[src/sb_pkg.sv]
// Simple bus shared types
package sb_pkg;

    // One bus request, routed from the master to a target
    typedef struct packed {
        // Word address
        logic [31:0] address;
        logic        write_strobe;
        logic        read_strobe;
        logic [31:0] write_data;
    } sb_req_t;

    // One bus response, returned by a target
    typedef struct packed {
        // Zero unless answering a read
        logic [31:0] read_data;
        logic        ready;
    } sb_rsp_t;

    // GPIO register offsets
    typedef enum logic [1:0] {
        GPIO_OUT = 2'd0,
        GPIO_SET = 2'd1,
        GPIO_CLR = 2'd2,
        // Read-only synchronized input
        GPIO_IN  = 2'd3
    } gpio_reg_e;

    // Timer register offsets
    typedef enum logic [1:0] {
        TMR_CTRL    = 2'd0,
        TMR_COUNT   = 2'd1,
        TMR_COMPARE = 2'd2,
        TMR_STATUS  = 2'd3
    } timer_reg_e;

    // Scratch RAM sequencing
    typedef enum logic {
        // Zeroing one word per cycle
        RAM_CLEAR = 1'b0,
        RAM_RUN   = 1'b1
    } ram_state_e;

endpackage
[src/sb_subsystem_top.sv]
// Bus peripheral subsystem top
`timescale 1ns/10ps

module sb_subsystem_top import sb_pkg::*; #(
    parameter logic [31:0] RAM_BASE    = 32'h0000_0000,
    parameter logic [31:0] RAM_LIMIT   = 32'h0000_0040,
    parameter logic [31:0] GPIO_BASE   = 32'h0000_0100,
    parameter logic [31:0] GPIO_LIMIT  = 32'h0000_0104,
    parameter logic [31:0] TIMER_BASE  = 32'h0000_0200,
    parameter logic [31:0] TIMER_LIMIT = 32'h0000_0204,
    parameter int          RAM_DEPTH   = 64,
    parameter int          GPIO_WIDTH  = 16
) (
    input  logic                  clock,
    input  logic                  arst_n,
    input  sb_req_t               host_req,
    output sb_rsp_t               host_rsp,
    input  logic [GPIO_WIDTH-1:0] gpio_in,
    output logic [GPIO_WIDTH-1:0] gpio_out,
    output logic                  timer_irq
);

    // Per target request and response
    sb_req_t ram_req;
    sb_req_t gpio_req;
    sb_req_t timer_req;
    sb_rsp_t ram_rsp;
    sb_rsp_t gpio_rsp;
    sb_rsp_t timer_rsp;

    sb_interconnect #(
        .RAM_BASE    (RAM_BASE),
        .RAM_LIMIT   (RAM_LIMIT),
        .GPIO_BASE   (GPIO_BASE),
        .GPIO_LIMIT  (GPIO_LIMIT),
        .TIMER_BASE  (TIMER_BASE),
        .TIMER_LIMIT (TIMER_LIMIT)
    ) u_interconnect (
        .clock     (clock),
        .arst_n    (arst_n),
        .host_req  (host_req),
        .host_rsp  (host_rsp),
        .ram_req   (ram_req),
        .gpio_req  (gpio_req),
        .timer_req (timer_req),
        .ram_rsp   (ram_rsp),
        .gpio_rsp  (gpio_rsp),
        .timer_rsp (timer_rsp)
    );

    sb_scratch_ram #(.RAM_DEPTH(RAM_DEPTH)) u_ram (
        .clock  (clock),
        .arst_n (arst_n),
        .req    (ram_req),
        .rsp    (ram_rsp)
    );

    sb_gpio_regs #(.GPIO_WIDTH(GPIO_WIDTH)) u_gpio (
        .clock    (clock),
        .arst_n   (arst_n),
        .req      (gpio_req),
        .rsp      (gpio_rsp),
        .gpio_in  (gpio_in),
        .gpio_out (gpio_out)
    );

    sb_timer u_timer (
        .clock  (clock),
        .arst_n (arst_n),
        .req    (timer_req),
        .rsp    (timer_rsp),
        .irq    (timer_irq)
    );

endmodule

[src/sb_timer.sv]
// Compare timer bus target
`timescale 1ns/10ps

module sb_timer import sb_pkg::*; (
    input  logic    clock,
    input  logic    arst_n,
    input  sb_req_t req,
    output sb_rsp_t rsp,
    output logic    irq
);

    timer_reg_e  offset;
    logic        enable;
    logic [31:0] count;
    logic [31:0] compare;
    logic        match_flag;
    logic        hit;
    logic        clear_req;
    logic [31:0] rd_value;

    assign offset    = timer_reg_e'(req.address[1:0]);
    assign hit       = enable && (count == compare);
    assign clear_req = req.write_strobe && (offset == TMR_STATUS) && req.write_data[0];
    assign irq       = match_flag;

    // Control and compare registers
    always_ff @(posedge clock or negedge arst_n) begin
        if (!arst_n) begin
            enable  <= 1'b0;
            compare <= '0;
        end else if (req.write_strobe) begin
            if (offset == TMR_CTRL) begin
                enable <= req.write_data[0];
            end
            if (offset == TMR_COMPARE) begin
                compare <= req.write_data;
            end
        end
    end

    // Counter, a bus write takes priority over counting
    always_ff @(posedge clock or negedge arst_n) begin
        if (!arst_n) begin
            count <= '0;
        end else if (req.write_strobe && (offset == TMR_COUNT)) begin
            count <= req.write_data;
        end else if (hit) begin
            count <= '0;
        end else if (enable) begin
            count <= count + 32'd1;
        end
    end

    // Sticky match flag
    // a match in the same cycle as a clear keeps it set
    always_ff @(posedge clock or negedge arst_n) begin
        if (!arst_n) begin
            match_flag <= 1'b0;
        end else if (hit) begin
            match_flag <= 1'b1;
        end else if (clear_req) begin
            match_flag <= 1'b0;
        end
    end

    always_comb begin
        case (offset)
            TMR_CTRL:    rd_value = {31'b0, enable};
            TMR_COUNT:   rd_value = count;
            TMR_COMPARE: rd_value = compare;
            TMR_STATUS:  rd_value = {31'b0, match_flag};
        endcase
    end

    always_ff @(posedge clock or negedge arst_n) begin
        if (!arst_n) begin
            rsp <= '0;
        end else begin
            rsp.ready     <= 1'b1;
            rsp.read_data <= req.read_strobe ? rd_value : '0;
        end
    end

endmodule

[src/sb_gpio_regs.sv]
// GPIO register bus target
`timescale 1ns/10ps

module sb_gpio_regs import sb_pkg::*; #(
    parameter int GPIO_WIDTH = 16
) (
    input  logic                  clock,
    input  logic                  arst_n,
    input  sb_req_t               req,
    output sb_rsp_t               rsp,
    input  logic [GPIO_WIDTH-1:0] gpio_in,
    output logic [GPIO_WIDTH-1:0] gpio_out
);

    gpio_reg_e             offset;
    logic [GPIO_WIDTH-1:0] out_q;
    logic [GPIO_WIDTH-1:0] in_meta;
    logic [GPIO_WIDTH-1:0] in_sync;
    logic [GPIO_WIDTH-1:0] wr_bits;
    logic [GPIO_WIDTH-1:0] rd_value;

    assign offset   = gpio_reg_e'(req.address[1:0]);
    assign wr_bits  = req.write_data[GPIO_WIDTH-1:0];
    assign gpio_out = out_q;

    // Only GPIO_IN reads the pins, the rest mirror the output
    assign rd_value = (offset == GPIO_IN) ? in_sync : out_q;

    // Two flop input synchronizer
    always_ff @(posedge clock or negedge arst_n) begin
        if (!arst_n) begin
            in_meta <= '0;
            in_sync <= '0;
        end else begin
            in_meta <= gpio_in;
            in_sync <= in_meta;
        end
    end

    // Output register with set and clear aliases
    always_ff @(posedge clock or negedge arst_n) begin
        if (!arst_n) begin
            out_q <= '0;
        end else if (req.write_strobe) begin
            case (offset)
                GPIO_OUT: out_q <= wr_bits;
                GPIO_SET: out_q <= out_q | wr_bits;
                GPIO_CLR: out_q <= out_q & ~wr_bits;
                GPIO_IN:  out_q <= out_q;
            endcase
        end
    end

    // High bits above GPIO_WIDTH read as zero
    always_ff @(posedge clock or negedge arst_n) begin
        if (!arst_n) begin
            rsp <= '0;
        end else begin
            rsp.ready <= 1'b1;
            if (req.read_strobe) begin
                rsp.read_data <= 32'(rd_value);
            end else begin
                rsp.read_data <= '0;
            end
        end
    end

endmodule

[src/sb_scratch_ram.sv]
// Scratch RAM bus target
`timescale 1ns/10ps

module sb_scratch_ram import sb_pkg::*; #(
    parameter int RAM_DEPTH = 64
) (
    input  logic    clock,
    input  logic    arst_n,
    input  sb_req_t req,
    output sb_rsp_t rsp
);

    localparam int ADDR_W = $clog2(RAM_DEPTH);

    ram_state_e        state;
    logic [ADDR_W-1:0] clear_addr;
    logic [ADDR_W-1:0] word_addr;
    logic [31:0]       mem [RAM_DEPTH];

    // Base is size aligned, low bits pick the word
    assign word_addr = req.address[ADDR_W-1:0];

    // Clear sequencer
    always_ff @(posedge clock or negedge arst_n) begin
        if (!arst_n) begin
            state      <= RAM_CLEAR;
            clear_addr <= '0;
        end else if (state == RAM_CLEAR) begin
            clear_addr <= clear_addr + ADDR_W'(1);
            if (clear_addr == ADDR_W'(RAM_DEPTH - 1)) begin
                state <= RAM_RUN;
            end
        end
    end

    // Storage
    always_ff @(posedge clock) begin
        if (state == RAM_CLEAR) begin
            mem[clear_addr] <= '0;
        end else if (req.write_strobe) begin
            mem[word_addr] <= req.write_data;
        end
    end

    // Read data lives for one cycle only
    always_ff @(posedge clock or negedge arst_n) begin
        if (!arst_n) begin
            rsp <= '0;
        end else begin
            rsp.ready <= (state == RAM_RUN);
            if ((state == RAM_RUN) && req.read_strobe) begin
                rsp.read_data <= mem[word_addr];
            end else begin
                rsp.read_data <= '0;
            end
        end
    end

endmodule

[src/sb_interconnect.sv]
// Single master bus interconnect
`timescale 1ns/10ps

module sb_interconnect import sb_pkg::*; #(
    parameter logic [31:0] RAM_BASE    = 32'h0000_0000,
    parameter logic [31:0] RAM_LIMIT   = 32'h0000_0040,
    parameter logic [31:0] GPIO_BASE   = 32'h0000_0100,
    parameter logic [31:0] GPIO_LIMIT  = 32'h0000_0104,
    parameter logic [31:0] TIMER_BASE  = 32'h0000_0200,
    parameter logic [31:0] TIMER_LIMIT = 32'h0000_0204
) (
    input  logic    clock,
    input  logic    arst_n,
    input  sb_req_t host_req,
    output sb_rsp_t host_rsp,
    output sb_req_t ram_req,
    output sb_req_t gpio_req,
    output sb_req_t timer_req,
    input  sb_rsp_t ram_rsp,
    input  sb_rsp_t gpio_rsp,
    input  sb_rsp_t timer_rsp
);

    logic ram_hit;
    logic gpio_hit;
    logic timer_hit;

    // Base inclusive, limit exclusive
    function automatic logic in_window(
        input logic [31:0] addr,
        input logic [31:0] base,
        input logic [31:0] limit
    );
        return (addr >= base) && (addr < limit);
    endfunction

    // Pass the request on a hit, zeros otherwise
    function automatic sb_req_t route(input sb_req_t req, input logic hit);
        sb_req_t routed;
        routed = '0;
        if (hit) begin
            routed = req;
        end
        return routed;
    endfunction

    always_comb begin
        ram_hit   = in_window(host_req.address, RAM_BASE, RAM_LIMIT);
        gpio_hit  = in_window(host_req.address, GPIO_BASE, GPIO_LIMIT);
        timer_hit = in_window(host_req.address, TIMER_BASE, TIMER_LIMIT);
    end

    // Request path
    always_ff @(posedge clock or negedge arst_n) begin
        if (!arst_n) begin
            ram_req   <= '0;
            gpio_req  <= '0;
            timer_req <= '0;
        end else begin
            ram_req   <= route(host_req, ram_hit);
            gpio_req  <= route(host_req, gpio_hit);
            timer_req <= route(host_req, timer_hit);
        end
    end

    // Response path, idle targets return zero data so OR is safe
    always_ff @(posedge clock or negedge arst_n) begin
        if (!arst_n) begin
            host_rsp <= '0;
        end else begin
            host_rsp.read_data <= ram_rsp.read_data | gpio_rsp.read_data
                                | timer_rsp.read_data;
            host_rsp.ready     <= ram_rsp.ready & gpio_rsp.ready & timer_rsp.ready;
        end
    end

endmodule

[config.mk]
export PLATFORM = sky130hd
export DESIGN_NAME = sb_subsystem_top
export DESIGN_NICKNAME = d
export VERILOG_FILES = /design/src/sb_pkg.sv /design/src/sb_subsystem_top.sv /design/src/sb_timer.sv /design/src/sb_gpio_regs.sv /design/src/sb_scratch_ram.sv /design/src/sb_interconnect.sv
export SDC_FILE = /design/constraint.sdc
export NUM_CORES = 2
export LEC_CHECK = 0
export BUFFER_PORTS_ARGS = -buffer_cell sky130_fd_sc_hd__buf_4
export CAP_MARGIN = 10
export CORE_MARGIN = 2
export CORE_UTILIZATION = 50
export CTS_CLUSTER_SIZE = 8
export DETAILED_ROUTE_END_ITERATION = 16
export PLACE_DENSITY = 0.76
export SETUP_SLACK_MARGIN = 0.2
export SYNTH_ARGS = -nofsm -noshare
export SYNTH_HDL_FRONTEND = slang
export SYNTH_SLANG_ARGS = --single-unit
[constraint.sdc]
create_clock -name clock -period 4.3 [get_ports clock]
set_clock_uncertainty 0.2 [all_clocks]
set_input_delay 0.645 -clock clock [delete_from_list [all_inputs] [get_ports clock]]
set_output_delay 0.645 -clock clock [all_outputs]
set_load 0.01 [all_outputs]
==> metrics.cfg <==
[drt]
antenna_left=0
firstDrtPassIters=6
drtIter0Drc=8131
drc_errors=0
avgViaCountPerCell=6.65
wirelength_um=260000
vias=49300
wl_per_cell_um=35.0

[timing]
setup_tns_ns=0
post-route-period-util=0.936
rsz0062_at_grt=false
setup_viol=0
fin_ws_ns=0.274
worst_slew_pin_slew_ns=1.26
fmax_mhz=248
relSlewSlack=0.163
layout_min_cycle_time_ns=4.03
finalMaxSlewViolations=0
finalHoldViolCount=0

[final_layout]
final_cell_mix=edfxtp_1 (2048), mux4_2 (564), clkbuf_16 (349), dfrtp_1 (327), buf_4 (296)
drive_gt1_frac=0.293
layout.nets=4978
post-route-util=0.588
synthToLayoutAreaGrowth_pct=17.2
final_common_cell=edfxtp_1

[synth]
syn_inst=4366
synth_edf_count=2048
ys_ff_latch=2380
ys_types=64
synth_flop_cell=edfxtp_1
seq_area_frac_synth=0.762
syn_area_per_cell_um2=21.0
synth_area_um2=91600
async_flop_share=0.139
yosysWarnings=0
syn_nets=4455

[clock_network]
cts-htree-levels=5
cts_tree=done
post_cts.repair.setup_buffers=0
insertion_delay_ns=0.93
clockRootBuffer=clkbuf_16
clockBufferDepth=4
cts_buffers=347
clock_sinks=2380
clkTransAtPathRegs_ns=0.05

[critical_path]
crit_buf_inv=2
crit_slowest_cell=dfrtp_4
required_ns=4.82
cp.arrival_ns=4.55
cp-start-kind=flop
rr_endpoint=u_ram.rsp[15]$_DFF_PN0_
end_kind=flop
worstSetupPathType=reg2reg
max_stage_delay_ns=0.80
cp_top_family=multiplexers
r2r_start=u_interconnect.ram_req[34]$_DFF_PN0_
cp_cell_sequence=buf_12, buf_12, mux4_2, mux4_2, a21oi_1, a21oi_1
rr_worst_depth=6
crit_fanout=31
startpoint=u_interconnect.ram_req[34]$_DFF_PN0_
r2r_setup_slack_ns=0.27

[floorplanning]
die_h_um=432
die_width_um=432
dieArea_um2=187000
io_pins=134
coreArea_um2=182000
rows=157
start_util=0.502

[power_and_ir_drop]
peakVddDrop_v=0.000475
power.leakage_nw=30.2
power_density_nw_per_um2=455

[min_path]
min_path_cells=0
whs_endpoint=u_gpio.in_sync[9]$_DFF_PN0_
min_from=u_gpio.in_meta[9]$_DFF_PN0_
hp-class=reg2reg

[global_route]
grt_pass1_vias=50500
grt_pass1_wl_um=368000
grt_max_degree=131
track_usage=0.279
grt.overflow.total=0
antenna_found_initial=16

[outcome]
status=finished clean

[placement]
gp_congestion=0.945
io_buffers=133
dpl.hpwl_um=137000
place_ws_ns=0.325

[run]
drv_cap=0

-- report_power, final --
part / leakage (nW) / total (mW) / switching [mW] / internal (mW)
Sequential: 18.8 / 24.8 / 0.00594 / 24.8
Combinational: 6.90 / 0.219 / 0.127 / 0.0921
Clock: 4.49 / 23.8 / 9.27 / 14.6
-- routing by layer --
metal,up-vias,GRT usage,share of wire
met2,4041,0.438,0.47
met3,780,0.0800,0.13
li1,18800,-,-
met5,-,0,0.00031
met1,25600,0.354,0.34
met4,10,0.150,0.061
-- final cells by class --
type                            count  area, um2
Fill cell                       12100      75200
Sequential cell                  2380      69800
Multi-Input combinational cell   1714      21000
Clock buffer                      468       9180
Timing Repair Buffer              420       4130
Tap cell                         2385       2980
Inverter                           26        100
Clock inverter                      9       90.1
Antenna cell                        8       20.0
-- kinds of logic after synthesis --
logic type / Yosys count / share of synthesized area
AOI/OAI and AO/OA: 325 / 0.0234
xor gates and xnor gates: 56 / 0.00535
adders and majority gates: 5 / 0.000683
buffers and inverters: 272 / 0.0148
DFF: 2380 / 0.762
muxes: 751 / 0.160
other: 1 / 0.0000409
and+or+nand+nor: 576 / 0.0340
-- per-stage QoR --
step	cell area [um2]	instances	hold WS [ns]	power [mW]
finish	107000	7410	0.142	48.9
global route	107000	7403	0.151	49.9
CTS	107000	7393	0.105	49.0
detailed placement	97300	6859	0.136	25.4
global placement	97300	6857	0.137	25.4
floorplan	91600	4366	0.131	25.2
-- cells in the mapped netlist, drive strengths merged, types with 26 or more instances --
master,number,share of area
xor2,37,0.0035
buf,147,0.0097
a21oi,76,0.0042
a211oi,44,0.0036
nand2,98,0.0041
nor4,27,0.0018
nor2b,82,0.0056
mux4,564,0.14
a22oi,48,0.0039
nor2,102,0.0042
o21ai,47,0.0026
clkbuf,99,0.0041
and3,36,0.0025
inv,26,0.0011
and2,103,0.0070
mux2,50,0.0061
dfrtp,332,0.091
mux2i,137,0.015
edfxtp,2048,0.67
-- worst max-delay path by stage --
| stage | cells past startpoint | slack (ns) | to |
|---|---|---|---|
| final | 6 | 0.27 | u_ram.rsp[15]$_DFF_PN0_ |
| after global routing | 6 | 0.25 | u_ram.rsp[15]$_DFF_PN0_ |
| after CTS | 6 | 0.28 | u_ram.rsp[15]$_DFF_PN0_ |
| after detailed placement | 6 | 0.33 | u_ram.rsp[15]$_DFF_PN0_ |
| after global placement | 8 | 0.11 | u_ram.rsp[9]$_DFF_PN0_ |
| after floorplan | 10 | 0.40 | u_ram.mem[32][0]$_DFFE_PP_ |
-- what timing repair did --
action	in CTS	in global routing
gates resized for setup	0	0
hold buffers	57	0
endpoints found under the hold margin	237	0
-- sequential cells by signal, indices dropped and copies added (netlist names), 16 cells and up --
name,flops
u_ram.mem,2048
u_interconnect.ram_req,40
u_interconnect.timer_req,36
u_interconnect.host_rsp,33
u_ram.rsp,33
u_timer.rsp,33
u_timer.compare,32
u_timer.count,32
u_interconnect.gpio_req,20
u_gpio.gpio_out,16
u_gpio.in_meta,16
u_gpio.in_sync,16
u_gpio.rsp,16
-- worst register-to-register path: stages (launching register included) --
cell,delay (ns)
dfrtp_4,0.80
buf_12,0.31
buf_12,0.30
mux4_2,0.61
mux4_2,0.59
a21oi_1,0.78
a21oi_1,0.24
No activity file was read; power rests on OpenSTA's default activity.
